$ cat src/fft_cfg.svh
`ifndef FFT_CFG_SVH
`define FFT_CFG_SVH

// Frame size and number of radix-2 passes
`define FFT_POINTS 16
`define FFT_STAGES 4

// Butterflies working in parallel, half the point count
`define FFT_BFLIES 8

// Bits per real or imaginary part
`define FFT_SAMPLE_W 18

// Twiddles are Q1.17
`define FFT_FRAC 17

// Index widths derived from the sizes above
`define FFT_STAGE_W 2
`define FFT_IDX_W 4

`endif

$ cat src/fft_pkg.sv
`include "fft_cfg.svh"

package fft_pkg;

	// One complex sample, real part in the upper half
	typedef struct packed {
		logic signed [`FFT_SAMPLE_W-1:0] re;
		logic signed [`FFT_SAMPLE_W-1:0] im;
	} cplx_t;

	// Whole frame, entry 0 in the lowest bits
	typedef cplx_t [`FFT_POINTS-1:0] frame_t;

	// Index of the pass being computed
	typedef logic [`FFT_STAGE_W-1:0] stage_t;

	// Controller states
	typedef enum logic [1:0] {
		IDLE,
		RUN,
		DONE
	} ctrl_state_t;

endpackage

$ cat src/fft_output_stage.sv
`timescale 1ns/1ps

module fft_output_stage
	import fft_pkg::*;
(
	input  logic   clk,
	input  logic   reset,
	input  logic   capture,
	input  logic   done,
	input  frame_t next_frame,
	output frame_t freq_out
);

	frame_t result;

	// Keeps the last pass of the frame
	always_ff @(posedge clk) begin
		if (!reset) begin
			result <= '0;
		end else if (capture) begin
			result <= next_frame;
		end
	end

	// Output reads zero whenever no result is on show
	assign freq_out = done ? result : '0;

endmodule

$ cat config.mk
export PLATFORM = sky130hd
export DESIGN_NAME = fft_output_stage
export DESIGN_NICKNAME = d
export VERILOG_FILES = /design/src/fft_pkg.sv /design/src/fft_output_stage.sv
export VERILOG_INCLUDE_DIRS = /design/src
export SDC_FILE = /design/constraint.sdc
export NUM_CORES = 1
export LEC_CHECK = 0
export BUFFER_PORTS_ARGS = -buffer_cell sky130_fd_sc_hd__buf_2
export CORE_AREA = 4 4 446 448
export DETAILED_ROUTE_END_ITERATION = 8
export DIE_AREA = 0 0 450 452
export PLACE_DENSITY = 0.4
export RECOVER_POWER = 50
export SLEW_MARGIN = 25
export SYNTH_ARGS = -nofsm -noshare
export SYNTH_HDL_FRONTEND = slang
export SYNTH_SLANG_ARGS = --single-unit
$ cat constraint.sdc
create_clock -name clk -period 2 [get_ports clk]
set_clock_uncertainty 0.2 [all_clocks]
set_input_delay 0.4 -clock clk [delete_from_list [all_inputs] [get_ports clk]]
set_output_delay 0.4 -clock clk [all_outputs]
set_load 0.01 [all_outputs]
==> flow_summary.json, run 1 <==
{
  "pin_count_of_the_biggest_net_entering_global_routing": 85,
  "max_cap_viol_count": 0,
  "boundaryPins": 1156,
  "largest_register_ff_count": 576,
  "max_freq_mhz": 492,
  "placement.io_buffers": 1155,
  "fp-row-count": 162,
  "layout-drive-gt1-share_pct": 42.3,
  "yosysSeqAreaShare_pct": 44.4,
  "num_vias": 23800,
  "yosysWarningCount": 0,
  "fin_ws_ps": -31.2,
  "grt_pass1_vias": 25700,
  "startpoint_type": "input pin",
  "cts.root.buffer_cell": "clkbuf_16",
  "viasPerCell": 3.46,
  "die_h_um": 452,
  "antenna_found_initial": 37,
  "p_leak_nw": 21.3,
  "syn-instance-count": 2496,
  "final_min_period_over_clock_period_pct": 102,
  "syn_nets": 3076,
  "category_of_the_most_critical_setup_path": "in2out",
  "grtUsageTotal_pct": 12.5,
  "slew-limit-headroom_pct": 6.07,
  "cts.clk_slew.worst_paths_ps": 60,
  "cts_buffers": 77,
  "cts_tree": "built",
  "finalWirelength_um": 134000,
  "global_route.overflow_total": 0,
  "place_worst_setup_slack_ps": -148,
  "core_area_um2": 195000,
  "syn-mean-instance-area_um2": 10.4,
  "die_area_um2": 203000,
  "total_power_mw": 32.4,
  "critical_path.max_fanout": 53,
  "vdd_drop_max_mv": 0.531,
  "synthesized_area_um2": 26000,
  "maximum_buffer_depth_of_the_clock_tree": 3,
  "post-route-cell-area_um2": 45800,
  "floorplan.initialDensity_pct": 13.3,
  "die_x_um": 450,
  "timing.critical_path.to_type": "output port",
  "clkSinkCount": 576,
  "cts-htree-levels": 3,
  "nNetsFinal": 4826,
  "regMostFlops": "result",
  "wire_length_of_the_first_global_routing_pass_um": 185000,
  "reg.largest.list": "result: 576 flops",
  "failed_checks": "negative setup slack",
  "power.density_nw_per_um2": 708,
  "gpl_wtd_cong": 0.905,
  "setup_viol_count_final": 1,
  "worstPathArrival_ps": 1430,
  "ffs_latches_synth": 576,
  "detail_route.first_pass.iterations": 4,
  "run_status": "finished with violations",
  "slew_violations": 0,
  "multiInputGateArea_um2": 13400,
  "reg2reg_slack_ps": 580,
  "place_hpwl_um": 101000,
  "postPlaceCellArea_um2": 34500,
  "synthToLayoutAreaGrowth_pct": 76.6,
  "worst_ep_required_time_ps": 1400,
  "num-fill-cells": 21200,
  "min_path_type": "in2reg",
  "final_hold_viol_count": 0,
  "routed_wire_per_std_cell_um": 19.4,
  "seq_area_um2": 12100,
  "clock_latency_ps": 670,
  "setup_repair_after_global_routing_missed_its_margin": "true",
  "finalWorstPathRequiredPeriod_ps": 2030,
  "remaining_drc_errors": 0,
  "final_antenna_net_count": 0,
  "distinct_cells_synth": 10,
  "drt_iter0_markers": 979,
  "tightestPinTransition_ps": 1410
}
[cells in the mapped netlist]
library cell,count,share of area (%)
and2_1,576,14
dfxtp_1,576,44
mux2i_1,576,22
nor2b_1,576,14
clkbuf_1,116,1.7
buf_8,55,3.2
buf_2,11,0.21
buf_12,5,0.39
buf_4,4,0.12
buf_6,1,0.043
[cell type report]
class,instances,share of cell area [%]
timing repair buffer,1863,31.4
multi-input combinational,1728,29.3
sequential,576,26.5
tap,2542,6.94
clock buffer,113,4.87
clock inverter,27,0.879
antenna,23,0.126
[report_power, final]
part           switching, mW  total (mW)  internal (mW)
clock                   5.85        14.3           8.49
sequential             0.579        12.7           12.2
combinational           2.31        5.37           3.06
[critical path, stage by stage]
cell	delay (ps)
bufbuf_16	260
buf_4	140
buf_12	160
and2_2	260
buf_4	170
[metal layers]
| metal | global-route usage [%] | wire [um] |
|---|---|---|
| met1 | 14.7 | 55400 |
| met3 | 3.24 | 7500 |
| met5 | 0 | 83 |
| met4 | 5.02 | 4990 |
| met2 | 21.6 | 65700 |
[worst paths after layout]
kind,start,to,cells past startpoint
setup / recovery,done,freq_out[392],5
hold / removal,capture,result[352],4
setup reg to reg,result[571],result[571],3
hold reg to reg,result[486],result[486],2
[layout by cell type (no fill, tap or decap), types with 2 or more instances in the layout]
cell           count
clkinv_4           3
dfxtp_4          115
buf_4             66
and2_1           393
buf_8             10
buf_16             9
buf_12            22
mux2i_1          576
buf_2            961
clkbuf_16         84
clkinvlp_4         2
bufbuf_16          4
clkbuf_1          28
diode_2           23
bufinv_16          5
dfxtp_1          328
clkinv_2          11
and2_4           182
nor2b_1          576
dfxtp_2          133
clkbuf_8          15
buf_6            181
clkbuf_2           7
dlygate4sd3_1    586
clkinv_16          4
clkbuf_4           3
[kinds of logic (layout without fill, tap and decap cells)]
group | after synthesis | after routing | synth area share (%)
buf+inv | 192 | 2003 | 5.61
flops | 576 | 576 | 44.4
mux | 576 | 576 | 22.2
other cells | 0 | 23 | 0
simple gates | 1152 | 1152 | 27.8
[timing repair]
action                                  in CTS  in global routing
gates resized for setup                    630                209
hold buffers                               586                  0
pin swaps                                    3                 12
buffers inserted                            13                  8
endpoints found under the hold margin      576                  0
endpoints found under the setup margin     321                255
cloned                                       7                  8
[per-stage QoR]
stage	util (%)	hold slack [ps]	TNS, ps	instances
global route	23.6	31.6	-3440	6866
global placement	17.7	287	-13490	6088
floorplan	-	274	0	2496
detailed placement	17.7	294	-14610	6088
CTS	23.2	15.6	-4490	6834
finish	23.6	94.4	-31.2	6872
No activity file was read; power rests on OpenSTA's default activity.
==> run 2: changes to the inputs <==
CELL_PAD_IN_SITES_DETAIL_PLACEMENT = 1   (was unset)
CELL_PAD_IN_SITES_GLOBAL_PLACEMENT = 1   (was unset)
CORE_AREA = 4 4 450 452   (was 4 4 446 448)
DIE_AREA = 0 0 454 456   (was 0 0 450 452)
PLACE_DENSITY = 0.46   (was 0.4)
==> run 2 against run 1 <==
  * The run now ends clean
  * Maximum frequency rose by 2.4%
  * Via count rose by 0.90%
  * Cell area fell by 1.7%
  * Clock power rose by 4%
  * Sequential share of layout area rose by 0.23 points
  * Routed wire length rose by 2.5%
  * Largest power group unchanged
==> flow_summary.json, run 2 (synthesis results as in run 1) <==
{
  "dpl.cell_count": 6222,
  "slew-limit-headroom_pct": 23.9,
  "num_vias": 24000,
  "cts.root.buffer_cell": "clkbuf_16",
  "hold_endpoint": "result[538]",
  "run_status": "completed",
  "boundaryPins": 1156,
  "core_area_um2": 199000,
  "nNetsFinal": 4816,
  "p_leak_nw": 21.0,
  "final_min_period_over_clock_period_pct": 99.2,
  "placement.io_buffers": 1155,
  "slew_violations": 0,
  "final_hold_viol_count": 0,
  "fp-row-count": 164,
  "tightestPinTransition_ps": 1140,
  "combPwrFrac_pct": 15.8,
  "maximum_buffer_depth_of_the_clock_tree": 3,
  "final_cell_mix": "buf_2, dlygate4sd3_1, mux2i_1, nor2b_1, and2_1",
  "max_freq_mhz": 504,
  "final_antenna_net_count": 0,
  "worstPathCellList": "buf_8 -> buf_12 -> buf_12 -> buf_12 -> and2_1 -> buf_2",
  "detail_route.first_pass.iterations": 4,
  "viasPerCell": 3.44,
  "timing.reg2reg.worst_path_depth": 3,
  "sw_power_mw": 8.75,
  "die_x_um": 454,
  "reg.largest.list": "result: 576 flops",
  "category_of_the_most_critical_setup_path": "in2out",
  "reg2reg_slack_ps": 610,
  "critPathMaxStageDelay_ps": 210,
  "min_path_type": "in2reg",
  "path_buf_inv": 5,
  "netSwitchingFraction_pct": 26.6,
  "antenna_found_initial": 48,
  "startpoint_type": "input pin",
  "vdd_drop_max_mv": 0.512,
  "largest_register_ff_count": 576,
  "fin_ws_ps": 15.5,
  "crit-reg2reg-launch": "result[441]",
  "pin_count_of_the_biggest_net_entering_global_routing": 86,
  "seq_area_um2": 12000,
  "hp-start": "reset",
  "finalWorstPathRequiredPeriod_ps": 1980,
  "cts-htree-levels": 3,
  "num-fill-cells": 23200,
  "cts.clk_slew.worst_paths_ps": 60,
  "remaining_drc_errors": 0,
  "seq_power_share_pct": 38.8,
  "setup_viol_count_final": 0,
  "grtUsageTotal_pct": 12.7,
  "finalWirelength_um": 137000,
  "wire_length_of_the_first_global_routing_pass_um": 192000,
  "worst_ep_required_time_ps": 1400,
  "setup_repair_after_global_routing_missed_its_margin": "true",
  "cts_tree": "built",
  "timing.critical_path.to_type": "output port",
  "die_h_um": 456,
  "finish.cell_count_without_fillers": 6976,
  "library_cell_contributing_the_largest_single_delay_on_the_critical_path": "buf_12",
  "regToRegEndpoint": "result[441]",
  "layout.cells.most_common": "buf_2",
  "place_hpwl_um": 107000,
  "drt_iter0_markers": 767,
  "die_area_um2": 207000,
  "path_delay_family": "buffers and inverters",
  "total_power_mw": 32.8,
  "whs_path_depth": 3,
  "synthToLayoutAreaGrowth_pct": 73.6,
  "place_worst_setup_slack_ps": -70.7,
  "max_cap_viol_count": 0,
  "cts_buffers": 78,
  "critPathMostFrequentCell": "buf_12",
  "p_clk_share_pct": 45.4,
  "gpl_wtd_cong": 0.845,
  "global_route.overflow_total": 0,
  "regMostFlops": "result",
  "critical_path.max_fanout": 26,
  "floorplan.initialDensity_pct": 13.1,
  "clkSinkCount": 576,
  "utilization_pct": 22.7,
  "worstPathArrival_ps": 1380,
  "setup-tns-final_ps": 0,
  "cell_int_power_mw": 24.1,
  "layout-drive-gt1-share_pct": 40.6,
  "routed_wire_per_std_cell_um": 19.6,
  "grt_pass1_vias": 26300,
  "clock_latency_ps": 650,
  "multiInputGateArea_um2": 13300,
  "power.density_nw_per_um2": 729
}
==> run 2: changes by cell type in the layout (fill, tap and decap cells not counted), moves of 5 or more <==
| cell | before | now |
|---|---|---|
| and2_1 | 393 | 443 |
| buf_4 | 66 | 86 |
| clkbuf_4 | 3 | 8 |
| buf_6 | 181 | 113 |
| clkbuf_8 | 15 | 29 |
| buf_2 | 961 | 1004 |
| and2_4 | 182 | 133 |
| dfxtp_4 | 115 | 86 |
| clkbuf_1 | 28 | 23 |
| dfxtp_1 | 328 | 353 |
| buf_16 | 9 | 4 |
==> run 2: layout make-up <==
class	instances	share of cell area, %
repair buffers	1852	30.2
multi-input cells	1728	29.5
flip-flops and latches	576	26.7
well taps	2656	7.37
clock buffers	116	5.34
clock inverters	28	0.755
diodes	20	0.111
==> run 2: tightest hold or removal path: stages <==
cell,delay [ps]
buf_8,170
buf_4,200
nor2b_1,130
==> run 2: how the worst max path moves through the flow <==
stage	start	to	slack [ps]	cells past startpoint
after floorplan	done	freq_out[534]	240	4
after global placement	done	freq_out[271]	-40	5
after detailed placement	done	freq_out[51]	-70	5
after CTS	result[355]	freq_out[355]	-110	3
after global routing	result[388]	freq_out[388]	-80	3
final	done	freq_out[200]	20	6
==> run 2: routing by layer <==
metal / vias to the layer above / share of wire (%) / global-route usage [%]
met1: 11500 / 40 / 14.3
li1: 11500 / - / -
met3: 206 / 6.8 / 3.52
met5: - / 0.074 / 0
met4: 16 / 3.3 / 4.35
met2: 775 / 50 / 22.7
==> run 2: power groups by stage <==
stage	sequential [mW]	clock, mW	combinational (mW)
floorplan	12.6	0	2.32
global placement	13.0	0	3.97
detailed placement	13.0	0	4.02
CTS	12.7	15.6	5.30
global route	12.8	16.1	5.63
finish	12.7	14.9	5.17
==> run 2: metrics by stage <==
stage	area, um^2	hold WS, ps
5_1_grt	45100	36.6
3_5_place_dp	34900	295
6_report	45100	87.7
2_1_floorplan	26000	274
4_1_cts	45100	2.68
3_3_place_gp	34900	287
==> run 2: timing repair <==
item | 4_1_cts | 5_1_grt
resized for setup | 581 | 85
pin swaps | 2 | 1
hold buffers | 584 | 0
cloned | 2 | 1
endpoints found under the hold margin | 576 | 0
buffers inserted | 5 | 2
endpoints found under the setup margin | 301 | 114
