`config.mk`:
```
export PLATFORM = sky130hd
export DESIGN_NAME = fft_frame_buffer
export DESIGN_NICKNAME = d
export VERILOG_FILES = /design/src/fft_pkg.sv /design/src/fft_frame_buffer.sv
export VERILOG_INCLUDE_DIRS = /design/src
export SDC_FILE = /design/constraint.sdc
export NUM_CORES = 1
export LEC_CHECK = 0
export BUFFER_PORTS_ARGS = -buffer_cell sky130_fd_sc_hd__buf_2
export CORE_AREA = 2 2 677 679
export DETAILED_ROUTE_END_ITERATION = 10
export DIE_AREA = 0 0 679 681
export GPL_TIMING_DRIVEN = 0
export REMOVE_ABC_BUFFERS = 1
export SYNTH_ARGS = -nofsm -noshare
export SYNTH_HDL_FRONTEND = slang
export SYNTH_SLANG_ARGS = --single-unit
export TNS_END_PERCENT = 10
```
`constraint.sdc`:
```
create_clock -name clk -period 1.34 [get_ports clk]
set_input_delay 0.134 -clock clk [delete_from_list [all_inputs] [get_ports clk]]
set_output_delay 0.134 -clock clk [all_outputs]
set_load 0.01 [all_outputs]
```
`src/fft_cfg.svh`:
```
`ifndef FFT_CFG_SVH
`define FFT_CFG_SVH

// Frame size and number of radix-2 passes
`define FFT_POINTS 16
`define FFT_STAGES 4

// Butterflies working in parallel, half the point count
`define FFT_BFLIES 8

// Bits per real or imaginary part
`define FFT_SAMPLE_W 18

// Twiddles are Q1.17
`define FFT_FRAC 17

// Index widths derived from the sizes above
`define FFT_STAGE_W 2
`define FFT_IDX_W 4

`endif

```
`src/fft_pkg.sv`:
```
`include "fft_cfg.svh"

package fft_pkg;

	// One complex sample, real part in the upper half
	typedef struct packed {
		logic signed [`FFT_SAMPLE_W-1:0] re;
		logic signed [`FFT_SAMPLE_W-1:0] im;
	} cplx_t;

	// Whole frame, entry 0 in the lowest bits
	typedef cplx_t [`FFT_POINTS-1:0] frame_t;

	// Index of the pass being computed
	typedef logic [`FFT_STAGE_W-1:0] stage_t;

	// Controller states
	typedef enum logic [1:0] {
		IDLE,
		RUN,
		DONE
	} ctrl_state_t;

endpackage

```
`src/fft_frame_buffer.sv`:
```
`timescale 1ns/1ps
`include "fft_cfg.svh"

module fft_frame_buffer
	import fft_pkg::*;
(
	input  logic   clk,
	input  logic   reset,
	input  logic   load,
	input  logic   advance,
	input  frame_t time_in,
	input  frame_t next_frame,
	output frame_t work_frame
);

	localparam int PTS = `FFT_POINTS;
	localparam int IW = `FFT_IDX_W;

	frame_t loaded;

	function automatic logic [IW-1:0] bit_rev(input logic [IW-1:0] v);
		logic [IW-1:0] r;
		for (int b = 0; b < IW; b++) begin
			r[b] = v[IW-1-b];
		end
		return r;
	endfunction

	// Input frame in bit-reversed order for the DIT passes
	always_comb begin
		for (int i = 0; i < PTS; i++) begin
			loaded[i] = time_in[bit_rev(IW'(i))];
		end
	end

	// Load has priority, then one pass per advance cycle
	always_ff @(posedge clk) begin
		if (!reset) begin
			work_frame <= '0;
		end else if (load) begin
			work_frame <= loaded;
		end else if (advance) begin
			work_frame <= next_frame;
		end
	end

endmodule

```
==> impl_metrics.prom, run 1 <==
# TYPE chip_impl_metric gauge
chip_impl_metric{name="clk_transition_reported_paths",unit="ns"} 0.06
chip_impl_metric{name="number_of_flip_flops_under_the_largest_register_name",unit=""} 576
chip_impl_metric{name="worst_r2r_path_depth",unit=""} 3
chip_impl_metric{name="place_worst_setup_slack",unit="ns"} -1.71
chip_impl_info{name="r2r_end",value="work_frame[508]$_SDFFE_PN0P_"} 1
chip_impl_metric{name="comb_power_share",unit="%"} 30.1
chip_impl_metric{name="period_share",unit="%"} 127
chip_impl_info{name="synth.top_cells.by_area",value="sky130_fd_sc_hd__dfxtp_1 (40%), sky130_fd_sc_hd__mux2_2 (22%), sky130_fd_sc_hd__o211a_1 (20%)"} 1
chip_impl_metric{name="power_switching",unit="mW"} 21.3
chip_impl_metric{name="fraction_of_registers_with_async_set_reset",unit="%"} 0
chip_impl_metric{name="initial_drc_count",unit=""} 2113
chip_impl_metric{name="grt_overflow",unit=""} 0
chip_impl_metric{name="rd_place_congestion",unit=""} 1.00
chip_impl_metric{name="flop_to_flop_setup_slack",unit="ns"} 0.30
chip_impl_metric{name="final_standard_cell_area_without_fillers",unit="µm²"} 65300
chip_impl_metric{name="yosys.area.top_type_share",unit="%"} 39.7
chip_impl_info{name="biggestRegsByFlops",value="work_frame (576)"} 1
chip_impl_metric{name="peakVddDrop",unit="V"} 0.000806
chip_impl_info{name="clock-root-buffer",value="sky130_fd_sc_hd__clkbuf_16"} 1
chip_impl_metric{name="latest_clock_arrival_within_the_worst_skew_pair",unit="ns"} 0.82
chip_impl_metric{name="critPathMaxFanout",unit=""} 135
chip_impl_info{name="synth_largest_area_cell",value="sky130_fd_sc_hd__dfxtp_1"} 1
chip_impl_metric{name="layout-area-overhead-vs-synth",unit="%"} 125
chip_impl_metric{name="core-area",unit="µm²"} 455000
chip_impl_metric{name="average_instance_area_after_synthesis",unit="µm²"} 11.4
chip_impl_metric{name="synth_enable_flop_cells",unit=""} 0
chip_impl_metric{name="worstMarginPinSlew",unit="ns"} 1.14
chip_impl_metric{name="final_hold_viol_count",unit=""} 0
chip_impl_metric{name="yosysUniqueCellTypes",unit=""} 11
chip_impl_metric{name="yosysWarningCount",unit=""} 0
chip_impl_metric{name="total_number_of_vias",unit=""} 35200
chip_impl_metric{name="vertical_extent_of_the_die",unit="µm"} 681
chip_impl_info{name="setup.worst_path.end_class",value="flip-flop"} 1
chip_impl_info{name="kind_of_path_behind_the_tightest_hold_check",value="input pin to flip-flop"} 1
chip_impl_metric{name="fillers",unit=""} 50700
chip_impl_metric{name="cell_internal_pwr",unit="mW"} 42.5
chip_impl_info{name="violated_checks",value="setup timing"} 1
chip_impl_metric{name="number_of_clock_sinks_seen_by_cts",unit=""} 576
chip_impl_metric{name="cell_area_after_placement",unit="µm²"} 44300
chip_impl_metric{name="via_count_of_the_first_global_routing_pass",unit=""} 35300
chip_impl_info{name="grt_setup_unrepaired",value="yes"} 1
chip_impl_metric{name="routed_wl",unit="mm"} 374
chip_impl_info{name="critical_path_start_type",value="input pin"} 1
chip_impl_info{name="reg2reg_from",value="work_frame[508]$_SDFFE_PN0P_"} 1
chip_impl_metric{name="leakagePower",unit="nW"} 30.4
chip_impl_info{name="hp-start",value="advance"} 1
chip_impl_metric{name="synth.ff_latch_count",unit=""} 576
chip_impl_metric{name="total_power_per_unit_cell_area",unit="nW/µm²"} 976
chip_impl_metric{name="hpwlAfterDp",unit="mm"} 315
chip_impl_metric{name="finalNetCount",unit=""} 6527
chip_impl_info{name="hold_worst_path_end",value="work_frame[85]$_SDFFE_PN0P_"} 1
chip_impl_metric{name="dieArea",unit="µm²"} 462000
chip_impl_metric{name="io_pins",unit=""} 1732
chip_impl_metric{name="timing.critical_path.arrival",unit="ns"} 2.42
chip_impl_metric{name="timing.final.setup_violations",unit=""} 931
chip_impl_metric{name="max_clock_freq",unit="MHz"} 588
chip_impl_info{name="cts_tree",value="yes"} 1
chip_impl_metric{name="worst-endpoint-required",unit="ns"} 2.06
chip_impl_metric{name="clock_skew",unit="ns"} 0
chip_impl_metric{name="grt_first_pass_wirelength",unit="mm"} 443
chip_impl_info{name="top_register",value="work_frame"} 1
chip_impl_metric{name="hold_path_depth",unit=""} 4
chip_impl_metric{name="number_of_antenna_violations_at_the_first_check_in_global_routing",unit=""} 245
chip_impl_metric{name="grt_start_max_net_pins",unit=""} 136
chip_impl_metric{name="remaining_drc_errors",unit=""} 0
chip_impl_metric{name="io_buffer_count",unit=""} 1731
chip_impl_metric{name="cts-root-to-sink-buffers",unit=""} 4
chip_impl_metric{name="share_clk_of_total_power",unit="%"} 38.9
chip_impl_metric{name="whs",unit="ns"} 0.102
chip_impl_metric{name="slew_viol_final",unit=""} 0
chip_impl_info{name="most_instantiated_cells_after_synthesis",value="sky130_fd_sc_hd__dfxtp_1 (576), sky130_fd_sc_hd__mux2_2 (576), sky130_fd_sc_hd__o211a_1 (576), sky130_fd_sc_hd__nand2b_1 (496), sky130_fd_sc_hd__clkbuf_1 (129)"} 1
chip_impl_metric{name="final.min_clock_period",unit="ns"} 1.70
chip_impl_metric{name="post_detailed_route_via_to_cell_ratio",unit=""} 3.05
chip_impl_metric{name="route.antenna.remaining_nets",unit=""} 0
chip_impl_info{name="critical_path_class",value="input pin to flip-flop"} 1
chip_impl_metric{name="proportion_of_synthesized_chip_area_in_sequential_cells",unit="%"} 39.7
chip_impl_metric{name="drtPass1Iterations",unit=""} 5
chip_impl_metric{name="max_slew_margin",unit="%"} 24.0
chip_impl_metric{name="switching_share_of_power",unit="%"} 33.4
chip_impl_metric{name="routed_wirelength_normalized_by_instance_count",unit="µm"} 32.4
chip_impl_metric{name="initial_utilization",unit="%"} 6.39
chip_impl_metric{name="grt.total_usage",unit="%"} 15.3
chip_impl_metric{name="setup_ws",unit="ns"} -0.361
chip_impl_metric{name="post_synth_instance_area",unit="µm²"} 29100
chip_impl_metric{name="inserted_clock_buffers",unit=""} 86
chip_impl_info{name="outcome",value="complete, but fails checks"} 1
chip_impl_metric{name="layout-drive-gt1-share",unit="%"} 53.0
chip_impl_metric{name="std_cell_rows",unit=""} 248
chip_impl_metric{name="syn_inst",unit=""} 2560
chip_impl_info{name="synth_flop_cell",value="sky130_fd_sc_hd__dfxtp_1"} 1
chip_impl_metric{name="cts.htree.levels",unit=""} 3
chip_impl_metric{name="power.sequential.fraction",unit="%"} 31.0
chip_impl_metric{name="die_w",unit="µm"} 679
chip_impl_metric{name="max-cap-violations",unit=""} 0
-- power by group through the flow --
stage               logic [mW]  registers (mW)  clock network [mW]
floorplan                 3.34            20.0                   0
global placement          14.6            19.3                   0
detailed placement        13.5            19.5                   0
CTS                       18.8            19.4                25.9
global route              20.5            19.9                26.2
finish                    19.2            19.7                24.8
-- cell type report --
class                           instances  area (µm²)  share of cell area, %
Timing Repair Buffer                 2979       26700                   40.8
Multi-Input combinational cell       1728       16000                   24.4
Sequential cell                       576       12100                   18.5
Tap cell                             6000        7510                   11.5
Clock buffer                          114        2340                   3.58
Clock inverter                         35         529                  0.810
Antenna cell                          102         255                  0.391
-- cells by family after synthesis --
| logic type | count (synthesis) | synth area share [%] |
|---|---|---|
| simple gates | 576 | 12.7 |
| flops | 576 | 39.7 |
| compound gates | 576 | 19.8 |
| mux | 576 | 22.3 |
| buf+inv | 256 | 5.40 |
-- through the flow --
| stage | utilization [%] | std cells | setup TNS, ns | power [mW] |
|---|---|---|---|---|
| final | 14.4 | 11500 | -107.74 | 63.8 |
| after CTS | 13.7 | 11400 | -162.99 | 64.1 |
| after global placement | 9.60 | 10000 | -9113.81 | 33.9 |
| after detailed placement | 9.73 | 10100 | -680.44 | 33.0 |
| after global routing | 14.3 | 11500 | -153.89 | 66.6 |
| after floorplan | - | 2304 | 0 | 23.4 |
-- how the worst max path moves through the flow --
stage	to	cells after the start	slack [ns]	startpoint
global placement	work_frame[138]$_SDFFE_PN0P_	3	-18.66	load
floorplan	work_frame[0]$_SDFFE_PN0P_	2	0.47	work_frame[0]$_SDFFE_PN0P_
detailed placement	work_frame[140]$_SDFFE_PN0P_	7	-1.71	load
CTS	work_frame[448]	1	-0.35	work_frame[448]$_SDFFE_PN0P_
global route	work_frame[91]	1	-0.30	work_frame[91]$_SDFFE_PN0P_
finish	work_frame[144]$_SDFFE_PN0P_	6	-0.36	load
-- worst max-delay path, stage by stage --
cell                       delay (ns)
sky130_fd_sc_hd__buf_16          0.23
sky130_fd_sc_hd__buf_16          0.34
sky130_fd_sc_hd__buf_16          0.37
sky130_fd_sc_hd__buf_16          0.35
sky130_fd_sc_hd__nand2b_1        0.25
sky130_fd_sc_hd__o211a_1         0.18
-- layout by cell type (no fill, tap or decap), drive strengths merged --
cell            n
clkinv         16
mux2          576
or2b           80
diode         102
inv             6
bufinv         10
o211a         576
clkinvlp        3
nand2b        496
dlygate4sd3  1206
bufbuf         16
buf          1757
dfxtp         576
clkbuf        114
-- routing by layer --
layer  part of all wire (%)  vias up  wire length [µm]  global-route usage (%)
met4                    5.5      110             20600                    5.97
met5                   0.22        -               840                   0.302
met2                     45     2142            167000                    24.9
li1                       -    15100                 -                       -
met1                     32    17100            120000                    14.8
met3                     17      732             65100                    11.5
-- timing repair --
item / 4_1_cts / 5_1_grt
resized for setup: 943 / 911
endpoints found under the setup margin: 894 / 960
gates cloned: 16 / 0
setup buffers: 0 / 5
endpoints found under the hold margin: 576 / 0
hold buffers: 1206 / 0
No activity file was read; power rests on OpenSTA's default activity.
==> run 2: changes to the inputs <==
clock period = 1.7 ns   (was 1.34 ns; I/O delays follow)
==> impl_metrics.prom, run 2 (synthesis results as in run 1) <==
# TYPE chip_impl_metric gauge
chip_impl_metric{name="via_count_of_the_first_global_routing_pass",unit=""} 35200
chip_impl_info{name="crit_path_cell_trace",value="buf_16 > buf_16 > buf_16 > buf_16 > mux2_2 > o211a_1"} 1
chip_impl_metric{name="place_worst_setup_slack",unit="ns"} -1.38
chip_impl_info{name="layout_commonest_cell",value="sky130_fd_sc_hd__buf_2"} 1
chip_impl_metric{name="max-cap-violations",unit=""} 0
chip_impl_metric{name="max_slew_margin",unit="%"} 42.6
chip_impl_metric{name="total_power",unit="mW"} 48.9
chip_impl_info{name="critical-path-top-cell-by-count",value="sky130_fd_sc_hd__buf_16"} 1
chip_impl_metric{name="io_pins",unit=""} 1732
chip_impl_metric{name="leakagePower",unit="nW"} 29.5
chip_impl_metric{name="worst_path_largest_cell_delay",unit="ns"} 0.42
chip_impl_metric{name="cp_num_buf_inv",unit=""} 4
chip_impl_metric{name="number_of_antenna_violations_at_the_first_check_in_global_routing",unit=""} 255
chip_impl_metric{name="io_buffer_count",unit=""} 1731
chip_impl_metric{name="cell_area_after_placement",unit="µm²"} 44300
chip_impl_metric{name="critPathMaxFanout",unit=""} 100
chip_impl_metric{name="inserted_clock_buffers",unit=""} 86
chip_impl_info{name="clock-root-buffer",value="sky130_fd_sc_hd__clkbuf_16"} 1
chip_impl_info{name="cts_tree",value="yes"} 1
chip_impl_metric{name="finalNetCount",unit=""} 6541
chip_impl_metric{name="number_of_flip_flops_under_the_largest_register_name",unit=""} 576
chip_impl_info{name="critical_path_start_type",value="input pin"} 1
chip_impl_metric{name="dieArea",unit="µm²"} 462000
chip_impl_metric{name="timing.final.setup_violations",unit=""} 72
chip_impl_info{name="setup.worst_path.end_class",value="flip-flop"} 1
chip_impl_metric{name="routed_wl",unit="mm"} 370
chip_impl_metric{name="timing.critical_path.arrival",unit="ns"} 2.48
chip_impl_metric{name="total_number_of_vias",unit=""} 35300
chip_impl_metric{name="final.min_clock_period",unit="ns"} 1.79
chip_impl_metric{name="setup_ws",unit="ns"} -0.0880
chip_impl_metric{name="die_w",unit="µm"} 679
chip_impl_metric{name="route.antenna.remaining_nets",unit=""} 0
chip_impl_metric{name="slew_viol_final",unit=""} 0
chip_impl_info{name="biggestRegsByFlops",value="work_frame (576)"} 1
chip_impl_metric{name="final_hold_viol_count",unit=""} 0
chip_impl_metric{name="latest_clock_arrival_within_the_worst_skew_pair",unit="ns"} 0.81
chip_impl_metric{name="initial_drc_count",unit=""} 2331
chip_impl_info{name="outcome",value="complete, but fails checks"} 1
chip_impl_metric{name="worst-endpoint-required",unit="ns"} 2.39
chip_impl_info{name="grt_setup_unrepaired",value="yes"} 1
chip_impl_metric{name="layout-area-overhead-vs-synth",unit="%"} 114
chip_impl_metric{name="hpwlAfterDp",unit="mm"} 315
chip_impl_metric{name="final_standard_cell_area_without_fillers",unit="µm²"} 62000
chip_impl_metric{name="routed_wirelength_normalized_by_instance_count",unit="µm"} 32.0
chip_impl_metric{name="total_power_per_unit_cell_area",unit="nW/µm²"} 788
chip_impl_metric{name="remaining_drc_errors",unit=""} 0
chip_impl_metric{name="vertical_extent_of_the_die",unit="µm"} 681
chip_impl_metric{name="rd_place_congestion",unit=""} 1.00
chip_impl_metric{name="grt_first_pass_wirelength",unit="mm"} 438
chip_impl_metric{name="grt_overflow",unit=""} 0
chip_impl_metric{name="period_share",unit="%"} 105
chip_impl_metric{name="clock_skew",unit="ns"} 0
chip_impl_metric{name="number_of_clock_sinks_seen_by_cts",unit=""} 576
chip_impl_info{name="layout_common_cells",value="sky130_fd_sc_hd__buf_2 (1389), sky130_fd_sc_hd__dlygate4sd3_1 (1229), sky130_fd_sc_hd__o211a_1 (576)"} 1
chip_impl_metric{name="cts-root-to-sink-buffers",unit=""} 4
chip_impl_info{name="critical_path_class",value="input pin to flip-flop"} 1
chip_impl_metric{name="grt.total_usage",unit="%"} 15.2
chip_impl_metric{name="std_cell_rows",unit=""} 248
chip_impl_info{name="top_register",value="work_frame"} 1
chip_impl_metric{name="core-area",unit="µm²"} 455000
chip_impl_metric{name="post_detailed_route_via_to_cell_ratio",unit=""} 3.05
chip_impl_metric{name="clk_transition_reported_paths",unit="ns"} 0.06
chip_impl_metric{name="cts.htree.levels",unit=""} 3
chip_impl_metric{name="worstMarginPinSlew",unit="ns"} 0.861
chip_impl_metric{name="initial_utilization",unit="%"} 6.39
chip_impl_metric{name="whs",unit="ns"} 0.110
chip_impl_metric{name="drtPass1Iterations",unit=""} 5
chip_impl_metric{name="layout-drive-gt1-share",unit="%"} 46.4
chip_impl_info{name="timing.critical_path.max_delay_family",value="buffers and inverters"} 1
chip_impl_metric{name="peakVddDrop",unit="V"} 0.000659
chip_impl_info{name="kind_of_path_behind_the_tightest_hold_check",value="input pin to flip-flop"} 1
chip_impl_info{name="violated_checks",value="setup timing"} 1
chip_impl_metric{name="max_clock_freq",unit="MHz"} 559
chip_impl_metric{name="grt_start_max_net_pins",unit=""} 156
chip_impl_info{name="timing.critical_path.slowest_stage_cell",value="sky130_fd_sc_hd__mux2_2"} 1
chip_impl_metric{name="fillers",unit=""} 51200
run 2: changes by cell type in the layout (fill, tap and decap cells not counted), moves of 90 or more:
cell | before | now
sky130_fd_sc_hd__buf_8 | 99 | 9
sky130_fd_sc_hd__buf_4 | 30 | 207
sky130_fd_sc_hd__dfxtp_2 | 378 | 57
sky130_fd_sc_hd__buf_12 | 207 | 58
sky130_fd_sc_hd__buf_2 | 1299 | 1389
sky130_fd_sc_hd__dfxtp_1 | 177 | 518
run 2: path summary, 6_finish.rpt:
| kind | slack [ns] | cells after the start | to | from |
|---|---|---|---|---|
| setup / recovery | -0.09 | 6 | work_frame[540]$_SDFFE_PN0P_ | advance |
| hold / removal | 0.11 | 4 | work_frame[492]$_SDFFE_PN0P_ | load |
| setup reg to reg | 0.17 | 3 | work_frame[126]$_SDFFE_PN0P_ | work_frame[126]$_SDFFE_PN0P_ |
| hold reg to reg | 0.60 | 2 | work_frame[216]$_SDFFE_PN0P_ | work_frame[216]$_SDFFE_PN0P_ |
run 2: layer usage:
layer  part of all wire (%)  wire, µm  up-vias  GRT usage, %
met5                   0.26       970        -         0.302
met4                    4.7     17500      118          5.71
met3                     16     60400      684          10.9
met2                     45    167000     2122          24.7
met1                     34    124000    17300          14.9
li1                       -         -    15200             -
run 2: stage by stage:
step | std cells | utilization (%) | setup TNS (ns)
3_3_place_gp | 10000 | 9.60 | -8927.19
5_1_grt | 11500 | 13.6 | -4.66
3_5_place_dp | 10100 | 9.73 | -493.82
4_1_cts | 11400 | 13.5 | -0.230
2_1_floorplan | 2304 | - | 0
6_report | 11600 | 13.6 | -3.17
run 2: layout make-up:
| type | count | area [µm²] | share of cell area, % |
|---|---|---|---|
| Tap cell | 6000 | 7510 | 12.1 |
| Clock inverter | 35 | 529 | 0.853 |
| Sequential cell | 576 | 11600 | 18.7 |
| Timing Repair Buffer | 2993 | 23800 | 38.3 |
| Clock buffer | 114 | 2340 | 3.77 |
| Antenna cell | 124 | 310 | 0.500 |
| Multi-Input combinational cell | 1728 | 16000 | 25.7 |
run 2: power breakdown:
group | switching [mW] | internal [mW] | total (mW)
combinational | 7.59 | 6.53 | 14.1
sequential | 0.637 | 14.6 | 15.2
clock | 8.34 | 11.2 | 19.6
run 2: worst min-delay path: stages:
cell,delay (ns)
sky130_fd_sc_hd__buf_16,0.18
sky130_fd_sc_hd__buf_16,0.20
sky130_fd_sc_hd__nand2b_1,0.13
sky130_fd_sc_hd__o211a_1,0.14
run 2: what timing repair did:
item,4_1_cts,5_1_grt
gates resized for setup,647,6
hold buffers,1231,0
endpoints found under the hold margin,576,0
cloned,6,4
setup buffers,0,0
setup endpoints to repair,612,133
