===== src/fft_cfg.svh =====
`ifndef FFT_CFG_SVH
`define FFT_CFG_SVH

// Frame size and number of radix-2 passes
`define FFT_POINTS 16
`define FFT_STAGES 4

// Butterflies working in parallel, half the point count
`define FFT_BFLIES 8

// Bits per real or imaginary part
`define FFT_SAMPLE_W 18

// Twiddles are Q1.17
`define FFT_FRAC 17

// Index widths derived from the sizes above
`define FFT_STAGE_W 2
`define FFT_IDX_W 4

`endif


===== src/fft_pkg.sv =====
`include "fft_cfg.svh"

package fft_pkg;

	// One complex sample, real part in the upper half
	typedef struct packed {
		logic signed [`FFT_SAMPLE_W-1:0] re;
		logic signed [`FFT_SAMPLE_W-1:0] im;
	} cplx_t;

	// Whole frame, entry 0 in the lowest bits
	typedef cplx_t [`FFT_POINTS-1:0] frame_t;

	// Index of the pass being computed
	typedef logic [`FFT_STAGE_W-1:0] stage_t;

	// Controller states
	typedef enum logic [1:0] {
		IDLE,
		RUN,
		DONE
	} ctrl_state_t;

endpackage


===== src/fft_control.sv =====
`timescale 1ns/1ps
`include "fft_cfg.svh"

module fft_control
	import fft_pkg::*;
(
	input  logic   clk,
	input  logic   reset,
	input  logic   start,
	output logic   load,
	output logic   advance,
	output logic   capture,
	output logic   done,
	output stage_t stage
);

	localparam stage_t LAST_STAGE = stage_t'(`FFT_STAGES - 1);

	ctrl_state_t state;
	ctrl_state_t state_next;
	stage_t stage_next;

	// Next state and stage counter
	always_comb begin
		state_next = state;
		stage_next = stage;
		case (state)
			IDLE: begin
				if (start) begin
					state_next = RUN;
					stage_next = '0;
				end
			end
			RUN: begin
				// Counter wraps back to zero after the last pass
				stage_next = stage + stage_t'(1);
				if (stage == LAST_STAGE) begin
					state_next = DONE;
				end
			end
			DONE: begin
				// Result is held until start is released
				if (!start) begin
					state_next = IDLE;
				end
			end
			default: begin
				state_next = IDLE;
				stage_next = '0;
			end
		endcase
	end

	always_ff @(posedge clk) begin
		if (!reset) begin
			state <= IDLE;
			stage <= '0;
		end else begin
			state <= state_next;
			stage <= stage_next;
		end
	end

	assign load = (state == IDLE) && start;
	assign advance = (state == RUN);
	// Final pass result is taken at the same edge it is written
	assign capture = (state == RUN) && (stage == LAST_STAGE);
	assign done = (state == DONE);

endmodule


===== config.mk =====
export PLATFORM = sky130hd
export DESIGN_NAME = fft_control
export DESIGN_NICKNAME = d
export VERILOG_FILES = /design/src/fft_pkg.sv /design/src/fft_control.sv
export VERILOG_INCLUDE_DIRS = /design/src
export SDC_FILE = /design/constraint.sdc
export NUM_CORES = 1
export LEC_CHECK = 0
export BUFFER_PORTS_ARGS = -buffer_cell sky130_fd_sc_hd__buf_2
export CAP_MARGIN = 10
export CORE_AREA = 3 3 40 42
export CTS_BUF_LIST = sky130_fd_sc_hd__clkbuf_16
export DETAILED_ROUTE_END_ITERATION = 10
export DIE_AREA = 0 0 43 45
export PLACE_DENSITY_LB_ADDON = 0.08
export SLEW_MARGIN = 30
export SYNTH_ARGS = -nofsm -noshare
export SYNTH_HDL_FRONTEND = slang
export SYNTH_SLANG_ARGS = --single-unit

===== constraint.sdc =====
create_clock -name clk -period 1.6 [get_ports clk]
set_clock_uncertainty 0.05 [all_clocks]
set_input_delay 0.32 -clock clk [delete_from_list [all_inputs] [get_ports clk]]
set_output_delay 0.32 -clock clk [all_outputs]
set_load 0.05 [all_outputs]

==> results of run 1 <==
-- layer usage --
layer  vias up  GRT usage [%]  wire, um
met4         0           7.23        19
met1        83           3.13       159
met2         7           7.49       209
met3         2           5.58        43
li1         95              -         -
met5         -              0         0
-- synth_stat cells --
master     number  share of area (%)
a2111oi_1       1                5.3
a22oi_1         1                4.0
a21oi_1         1                2.6
ha_1            1                6.6
nand2b_1        2                6.6
and2b_4         1                5.3
and2_1          1                3.3
nand3_1         1                2.6
nor2_1          4                7.9
a32oi_1         1                4.6
and2b_2         1                4.6
dfxtp_1         4                 42
inv_1           2                4.0
-- power breakdown --
| part | switching, W | internal (W) | leakage [nW] | total, W |
|---|---|---|---|---|
| registers | 0.00000443 | 0.000105 | 0.0331 | 0.000110 |
| logic | 0.0000348 | 0.0000143 | 0.0898 | 0.0000491 |
| clock network | 0.0000647 | 0.000319 | 0.0370 | 0.000383 |
-- through the flow --
stage / power, W / instance area (um^2) / std cells
floorplan: 0.000148 / 191 / 21
global placement: 0.000161 / 250 / 44
finish: 0.000542 / 328 / 47
global route: 0.000563 / 328 / 47
CTS: 0.000551 / 325 / 47
detailed placement: 0.000161 / 250 / 44
-- state kept, by name (all words and copies together) (netlist names) --
signal  flops
stage       2
state       2
-- how the worst max path moves through the flow --
| stage | slack, ns | cells after the start | end | startpoint |
|---|---|---|---|---|
| global placement | 0.28 | 3 | capture | state[1] |
| detailed placement | 0.25 | 3 | capture | state[0] |
| global route | 0.002 | 3 | capture | state[0] |
| floorplan | 0.03 | 2 | capture | stage[1] |
| CTS | 0.02 | 3 | capture | state[0] |
| finish | 0.06 | 3 | capture | state[0] |
-- layout make-up --
type	count	area, um^2	share of cell area [%]
Clock buffer	3	75.1	22.9
Inverter	2	7.51	2.29
Multi-Input combinational cell	15	103	31.3
Sequential cell	4	81.3	24.8
Tap cell	15	18.8	5.73
Timing Repair Buffer	8	42.5	13.0
-- worst max-delay path, delay by kind of cell, from the launching register on --
family	cells	cell delay (ns)
buf+inv	1	0.22
simple gates	2	0.33
flops	1	0.39
-- kinds of logic (layout without fill, tap and decap cells) --
group                    after synthesis  count (layout)  synth area share [%]
AND/OR/NAND/NOR                       10              10                  30.5
AO/OA/AOI/OAI                          4               4                  16.6
flip-flops                             4               4                  42.4
buffers and inverters                  2              13                  3.97
adder cells (fa/ha/maj)                1               1                  6.62
-- timing repair --
action,CTS,global route
setup endpoints to repair,0,1
resized for setup,0,1
endpoints found under the hold margin,0,0
setup buffers,0,0
==> summary.txt, run 1 <==
Global routing
  • Total congestion overflow: 0
  • Largest net degree at the start of global routing: 7
  • Initial antenna violation count: 0
  • First-pass GRT wire length: 634 um
  • Vias in the first global route: 176
  • Total GRT Usage: 5.33%

Floorplan
  • Core area: 1280 um^2
  • Num ports: 9
  • # rows: 13
  • Die area: 1940 um^2
  • Initial Util: 14.7%
  • Chip width: 43 um
  • Die height: 45 um

Placement
  • Detail Placement HPWL: 350 um
  • Pre-CTS WS: 0.251 ns
  • PortBufs: 8
  • GP Congestion: 0.619

Critical path
  • Reg2reg path depth: 2
  • Crit-path cells: and2b_4, and2_2, clkbuf_4
  • Reg2Reg Capture Point: state[0]
  • Slowest-stage cell, CP: dfxtp_1
  • Worst EP required: 1.23 ns
  • Crit. End Element: primary output
  • CP Max Fanout: 6
  • Critical Path Start Type: flop
  • R2R Setup Slk: 0.50 ns
  • Crit-path max cell delay: 0.39 ns
  • CP Data Arrival Time: 1.17 ns
  • Crit Path Category: flop to primary output
  • Reg-to-reg startpoint: stage[0]

Timing
  • Hold Fails Final Rpt: 0
  • Worst slew margin: 78.4%
  • Setup TNS: 0 ns
  • Least-Margin Pin Slew: 0.324 ns
  • Setup ws final: 0.0646 ns
  • Crit path time final: 1.54 ns
  • Fmax: 651 MHz
  • RSZ-0062 raised after global routing: false
  • Period utilisation layout: 96.0%
  • Final number of setup-violating endpoints: 0
  • Worst hold slack: 0.315 ns
  • Slew Limit Fails: 0

Finish
  • P&R area growth vs syn: 73.5%
  • Final design utilization: 25.5%
  • Nets: 38
  • Antenna cells: 0
  • Most frequent cells in the layout: 7 x buf_2, 4 x nor2_1, 3 x clkbuf_16, 3 x dfxtp_1
  • # fillers: 148
  • Layout cells sized above 1: 46.9%
  • Most common cell after layout, fill and taps aside: buf_2

CTS
  • Later-pin clock latency in the skew report: 0.22 ns
  • Clock-pin slew on the worst setup and hold paths: 0.03 ns
  • Sink Count: 4
  • # H-tree levels: 1
  • CTS root buffer: clkbuf_16
  • Cts hold-fix bufs: 0
  • Longest Clk Path Bufs: 2
  • TritonCTS clock tree: yes
  • Cts bufs inserted: 3

Pwr
  • Pwr dens: 1650 nW/um^2
  • Pleak: 0.160 nW
  • Max IR drop VDD: 0.000492 V

Logic synthesis
  • Post-Syn Nets: 25
  • Yosys reg bits: 4
  • Yosys warnings: 0
  • Seq/Total Area, Yosys: 42.4%
  • Cell area after synthesis: 189 um^2
  • Syn Inst Count: 21
  • Synth Area per Inst: 9.00 um^2
  • Synth cell types: 13

Drt
  • Antenna viol nets, final: 0
  • Drt wl/cell: 9.17 um
  • Vias post-DR: 187
  • DRC: 0
  • Total Wirelength: 431 um
  • Drt pass-1 iters: 1
  • Drt first-iter violations: 0
  • Via/cell ratio: 3.98

Flow run
  • Max Cap Viol: 0

Min path
  • Worst Hold Endpoint: stage[1]
  • HP Class: primary input to flop
  • Hold Crit Depth: 3
  • Hold path startpoint: reset

Status
  • Outcome: finished, final reports clean
Note: power is estimated with default switching activity, not from simulation.
==> inputs of run 2 (changes only) <==
Settings changed: BUFFER_PORTS_ARGS -buffer_cell sky130_fd_sc_hd__buf_2 to -buffer_cell sky130_fd_sc_hd__clkbuf_2, REMOVE_ABC_BUFFERS set to 1.
==> run 2 against run 1 <==
Compared with the run above:
- worst hold slack got worse by 0.014 ns
- via count fell by 7.5%
- utilization decreased by 0.39 points
- die area unchanged
- maximum frequency decreased by 1.6%
- first-iteration DRC count increased by 2
- critical path depth stayed put
- sequential share of layout area is essentially flat
==> summary.txt, run 2 (same netlist as run 1, synthesis figures left out) <==
Finish
  • Final design utilization: 25.1% (was 25.5%)
  • Most frequent cells in the layout: 7 x clkbuf_2, 4 x nor2_1, 4 x dfxtp_1 (was 7 x buf_2, 4 x nor2_1, 3 x clkbuf_16, 3 x dfxtp_1)
  • # fillers: 144 (was 148)
  • Layout cells sized above 1: 40.6% (was 46.9%)
  • Nets: 38 (unchanged)
  • Most common cell after layout, fill and taps aside: clkbuf_2 (was buf_2)
  • Antenna cells: 0 (unchanged)
  • Biggest regs: stage: 2 flops, state: 2 flops (unchanged)
  • P&R area growth vs syn: 70.9% (was 73.5%)

Critical path
  • R2R Setup Slk: 0.51 ns (was 0.50 ns)
  • Crit. End Element: primary output (unchanged)
  • Crit-path max cell delay: 0.39 ns (about the same)
  • Crit Path Category: flop to primary output (unchanged)
  • Slowest-stage cell, CP: dfxtp_1 (unchanged)
  • Kind of cell adding the most delay to the critical path: flip-flops (unchanged)
  • Crit-path cells: and2b_4, and2_1, buf_2 (was and2b_4, and2_2, clkbuf_4)
  • CP Data Arrival Time: 1.19 ns (was 1.17 ns)
  • CP Max Fanout: 6 (unchanged)
  • WP buf/inv: 1 (unchanged)
  • Worst EP required: 1.23 ns (about the same)
  • Critical Path Start Type: flop (unchanged)

Global routing
  • First-pass GRT wire length: 655 um (was 634 um)
  • Total congestion overflow: 0 (unchanged)
  • Vias in the first global route: 158 (was 176)
  • Total GRT Usage: 5.50% (was 5.33%)
  • Largest net degree at the start of global routing: 7 (unchanged)
  • Initial antenna violation count: 0 (unchanged)

CTS
  • # H-tree levels: 1 (unchanged)
  • Longest Clk Path Bufs: 2 (unchanged)
  • Later-pin clock latency in the skew report: 0.22 ns (about the same)
  • Clock-pin slew on the worst setup and hold paths: 0.03 ns (about the same)
  • Cts bufs inserted: 3 (unchanged)
  • Sink Count: 4 (unchanged)
  • TritonCTS clock tree: yes (unchanged)
  • Setup Buffers After CTS: 0 (unchanged)
  • CTS root buffer: clkbuf_16 (unchanged)

Pwr
  • Cell Int Power: 0.000438 W (about the same)
  • Sw frac: 19.2% (about the same)
  • Max IR drop VDD: 0.000452 V (was 0.000492 V)
  • Pleak: 0.157 nW (was 0.160 nW)
  • Combinational fraction of design power: 8.9% (was 9.1%)
  • Sequential share of power: 20.2% (was 20.3%)
  • Pwr dens: 1680 nW/um^2 (was 1650 nW/um^2)
  • P_sw: 0.000104 W (about the same)
  • Clock Power Share: 70.8% (was 70.7%)

Timing
  • RSZ-0062 raised after global routing: false (unchanged)
  • Slew Limit Fails: 0 (unchanged)
  • Hold Fails Final Rpt: 0 (unchanged)
  • Setup ws final: 0.0401 ns (was 0.0646 ns)
  • Worst hold slack: 0.301 ns (was 0.315 ns)
  • Final number of setup-violating endpoints: 0 (unchanged)
  • Least-Margin Pin Slew: 0.296 ns (was 0.324 ns)
  • Period utilisation layout: 97.5% (was 96.0%)
  • Worst slew margin: 80.2% (was 78.4%)
  • Fmax: 641 MHz (was 651 MHz)
  • Crit path time final: 1.56 ns (was 1.54 ns)

Flow run
  • Max Cap Viol: 0 (unchanged)

Floorplan
  • Die area: 1940 um^2 (unchanged)
  • Chip width: 43 um (unchanged)
  • Initial Util: 14.7% (unchanged)
  • Core area: 1280 um^2 (unchanged)
  • # rows: 13 (unchanged)
  • Die height: 45 um (unchanged)
  • Num ports: 9 (unchanged)

Drt
  • Antenna viol nets, final: 0 (unchanged)
  • Drt pass-1 iters: 2 (was 1)
  • Drt wl/cell: 9.02 um (was 9.17 um)
  • Drt first-iter violations: 2 (was 0)
  • Via/cell ratio: 3.68 (was 3.98)
  • Vias post-DR: 173 (was 187)
  • DRC: 0 (unchanged)
  • Total Wirelength: 424 um (was 431 um)

Placement
  • Detail Placement HPWL: 348 um (was 350 um)
  • GP Congestion: 0.633 (was 0.619)
  • Pre-CTS WS: 0.255 ns (was 0.251 ns)
  • PortBufs: 8 (unchanged)

Status
  • Outcome: finished, final reports clean (unchanged)

Min path
  • HP Class: primary input to flop (unchanged)
-- run 2: cell types whose count changed in the layout (fill, tap and decap cells not counted), sizes merged --
cell | before | now
clkbuf | 4 | 10
buf | 7 | 1
-- run 2: routing by layer --
metal / track usage [%] / wire length [um]
met5: 0 / 0
met3: 5.98 / 66
met2: 5.69 / 181
met4: 7.23 / 16
met1: 4.82 / 159
-- run 2: per-stage QoR --
step / power [W] / instance area (um^2) / TNS [ns] / cells
3_5_place_dp: 0.000160 / 248 / 0 / 44
3_3_place_gp: 0.000160 / 248 / 0 / 44
5_1_grt: 0.000560 / 323 / 0 / 47
6_report: 0.000542 / 323 / 0 / 47
2_1_floorplan: 0.000148 / 189 / -0.101 / 21
4_1_cts: 0.000551 / 323 / 0 / 47
-- run 2: tightest hold or removal path, delay by kind of cell --
kind          cells  cell delay (ns)
buf+inv           2             0.12
simple gates      1             0.09
-- run 2: what timing repair did --
action / 4_1_cts / 5_1_grt
resized for setup: 0 / 1
setup endpoints to repair: 0 / 1
hold buffers: 0 / 0
-- run 2: power groups by stage --
stage                     Clock, W  Sequential (W)  Combinational [W]
after floorplan                  0        0.000119          0.0000286
after global placement           0        0.000111          0.0000493
after CTS                 0.000392        0.000110          0.0000491
final                     0.000384        0.000110          0.0000485
after global routing      0.000398        0.000110          0.0000516
after detailed placement         0        0.000111          0.0000491
-- run 2: layout make-up --
type / instances / area, um^2 / share of cell area [%]
well taps: 15 / 18.8 / 5.81
repair buffers: 8 / 40.0 / 12.4
inverters: 2 / 7.51 / 2.33
clock buffers: 3 / 75.1 / 23.3
multi-input cells: 15 / 101 / 31.4
flip-flops and latches: 4 / 80.1 / 24.8
-- run 2: path summary, 6_finish.rpt --
path                   end  depth (start not counted)     start
hold / removal    stage[1]                          3     reset
hold reg to reg   state[0]                          1  state[1]
setup / recovery   capture                          3  state[0]
setup reg to reg  state[0]                          2  stage[0]
==> inputs of run 3 (changes only) <==
Settings changed: CORE_AREA 3 3 40 42 to 2 2 39 41, DIE_AREA 0 0 43 45 to 0 0 41 43.
==> run 3 against run 2 <==
Compared with the run above:
- via count rose by 7.5%
- register-to-register slack hardly changed
- non-clock buffer count did not move
- highest routed layer unchanged
==> summary.txt, run 3 (same netlist as run 1, synthesis figures left out) <==
Status
  • Outcome: finished, final reports clean (unchanged)

CTS
  • TritonCTS clock tree: yes (unchanged)
  • Longest Clk Path Bufs: 2 (unchanged)
  • Setup Buffers After CTS: 0 (unchanged)
  • CTS root buffer: clkbuf_16 (unchanged)
  • Sink Count: 4 (unchanged)
  • Later-pin clock latency in the skew report: 0.22 ns (about the same)
  • # H-tree levels: 1 (unchanged)
  • Cts bufs inserted: 3 (unchanged)
  • Cts hold-fix bufs: 0 (unchanged)
  • Clock-pin slew on the worst setup and hold paths: 0.03 ns (about the same)

Drt
  • DRC: 0 (unchanged)
  • Total Wirelength: 444 um (was 424 um)
  • Antenna viol nets, final: 0 (unchanged)
  • Vias post-DR: 186 (was 173)
  • Drt first-iter violations: 2 (unchanged)
  • Drt wl/cell: 9.25 um (was 9.02 um)
  • Drt pass-1 iters: 3 (was 2)
  • Via/cell ratio: 3.88 (was 3.68)

Timing
  • Fmax: 645 MHz (was 641 MHz)
  • Least-Margin Pin Slew: 0.294 ns (was 0.296 ns)
  • Worst slew margin: 80.3% (was 80.2%)
  • Final number of setup-violating endpoints: 0 (unchanged)
  • Period utilisation layout: 97.0% (was 97.5%)
  • Hold Fails Final Rpt: 0 (unchanged)
  • Crit path time final: 1.55 ns (was 1.56 ns)
  • Slew Limit Fails: 0 (unchanged)
  • RSZ-0062 raised after global routing: false (unchanged)
  • Setup ws final: 0.0484 ns (was 0.0401 ns)

Placement
  • PortBufs: 8 (unchanged)
  • Pre-CTS WS: 0.256 ns (was 0.255 ns)
  • GP Congestion: 0.637 (was 0.633)

Floorplan
  • Core area: 1380 um^2 (was 1280 um^2)
  • Chip width: 41 um (was 43 um)
  • Initial Util: 13.7% (was 14.7%)
  • Die height: 43 um (was 45 um)
  • Num ports: 9 (unchanged)
  • Die area: 1760 um^2 (was 1940 um^2)
  • # rows: 14 (was 13)

Finish
  • Layout cells sized above 1: 40.6% (unchanged)
  • P&R area growth vs syn: 71.5% (was 70.9%)
  • Most frequent cells in the layout: 7 x clkbuf_2, 4 x nor2_1, 4 x dfxtp_1 (unchanged)
  • Biggest regs: stage: 2 flops, state: 2 flops (unchanged)
  • Nets: 38 (unchanged)
  • Antenna cells: 0 (unchanged)
  • # fillers: 155 (was 144)
  • Most common cell after layout, fill and taps aside: clkbuf_2 (unchanged)
  • Final design utilization: 23.4% (was 25.1%)

Critical path
  • Crit. End Element: primary output (unchanged)
  • Crit Path Category: flop to primary output (unchanged)
  • R2R Setup Slk: 0.52 ns (was 0.51 ns)
  • CP Max Fanout: 6 (unchanged)
  • CP Data Arrival Time: 1.18 ns (was 1.19 ns)
  • Worst EP required: 1.23 ns (about the same)
  • Critical Path Start Type: flop (unchanged)

Pwr
  • Pwr dens: 1690 nW/um^2 (was 1680 nW/um^2)
  • Pleak: 0.157 nW (unchanged)
  • Max IR drop VDD: 0.000411 V (was 0.000452 V)

Global routing
  • Total GRT Usage: 6.02% (was 5.50%)
  • Largest net degree at the start of global routing: 7 (unchanged)
  • First-pass GRT wire length: 600 um (was 655 um)
  • Initial antenna violation count: 0 (unchanged)
  • Vias in the first global route: 158 (unchanged)
  • Total congestion overflow: 0 (unchanged)

Min path
  • HP Class: primary input to flop (unchanged)

Flow run
  • Max Cap Viol: 0 (unchanged)
[run 3: cell counts in the layout (fill, tap and decap cells not counted)]
Identical to the previous run, type by type.
[run 3: final cells by class]
class / count / area (um^2) / share of cell area (%)
clock buffers: 3 / 75.1 / 23.2
inverters: 2 / 7.51 / 2.32
multi-input cells: 15 / 101 / 31.3
flip-flops and latches: 4 / 80.1 / 24.7
well taps: 16 / 20.0 / 6.18
repair buffers: 8 / 40.0 / 12.4
[run 3: worst paths after layout]
kind             from        to  cells past startpoint
min reg2reg  state[1]  state[0]                      1
max          state[0]   capture                      3
max reg2reg  stage[0]  state[0]                      2
min             reset  stage[1]                      3
[run 3: stage by stage]
stage	hold slack, ns	setup TNS, ns	cell area [um^2]	instances	total power, W
3_5_place_dp	0.408	0	249	45	0.000160
6_report	0.316	0	324	48	0.000546
4_1_cts	0.328	0	324	48	0.000553
3_3_place_gp	0.401	0	249	45	0.000160
2_1_floorplan	0.370	-0.101	189	21	0.000148
5_1_grt	0.353	0	324	48	0.000563
[run 3: critical path: stages, from the launching register on]
cell and delay (ns):
dfxtp_1 0.39, and2b_4 0.20, and2_1 0.12, buf_2 0.25
[run 3: what timing repair did]
action                                 4_1_cts  5_1_grt
gates resized for setup                      0        1
setup endpoints to repair                    0        1
endpoints found under the hold margin        0        0
[run 3: report_power, final]
group | switching, W | internal, W | total (W) | leakage (nW)
clock network | 0.0000687 | 0.000319 | 0.000388 | 0.0370
registers | 0.00000459 | 0.000105 | 0.000110 | 0.0328
logic | 0.0000347 | 0.0000140 | 0.0000487 | 0.0875
[run 3: routing by layer]
| layer | track usage (%) | share of wire, % |
|---|---|---|
| met4 | 8.00 | 3.8 |
| met2 | 7.50 | 43 |
| met5 | 0 | 0 |
| met3 | 3.14 | 9.5 |
| met1 | 5.79 | 44 |
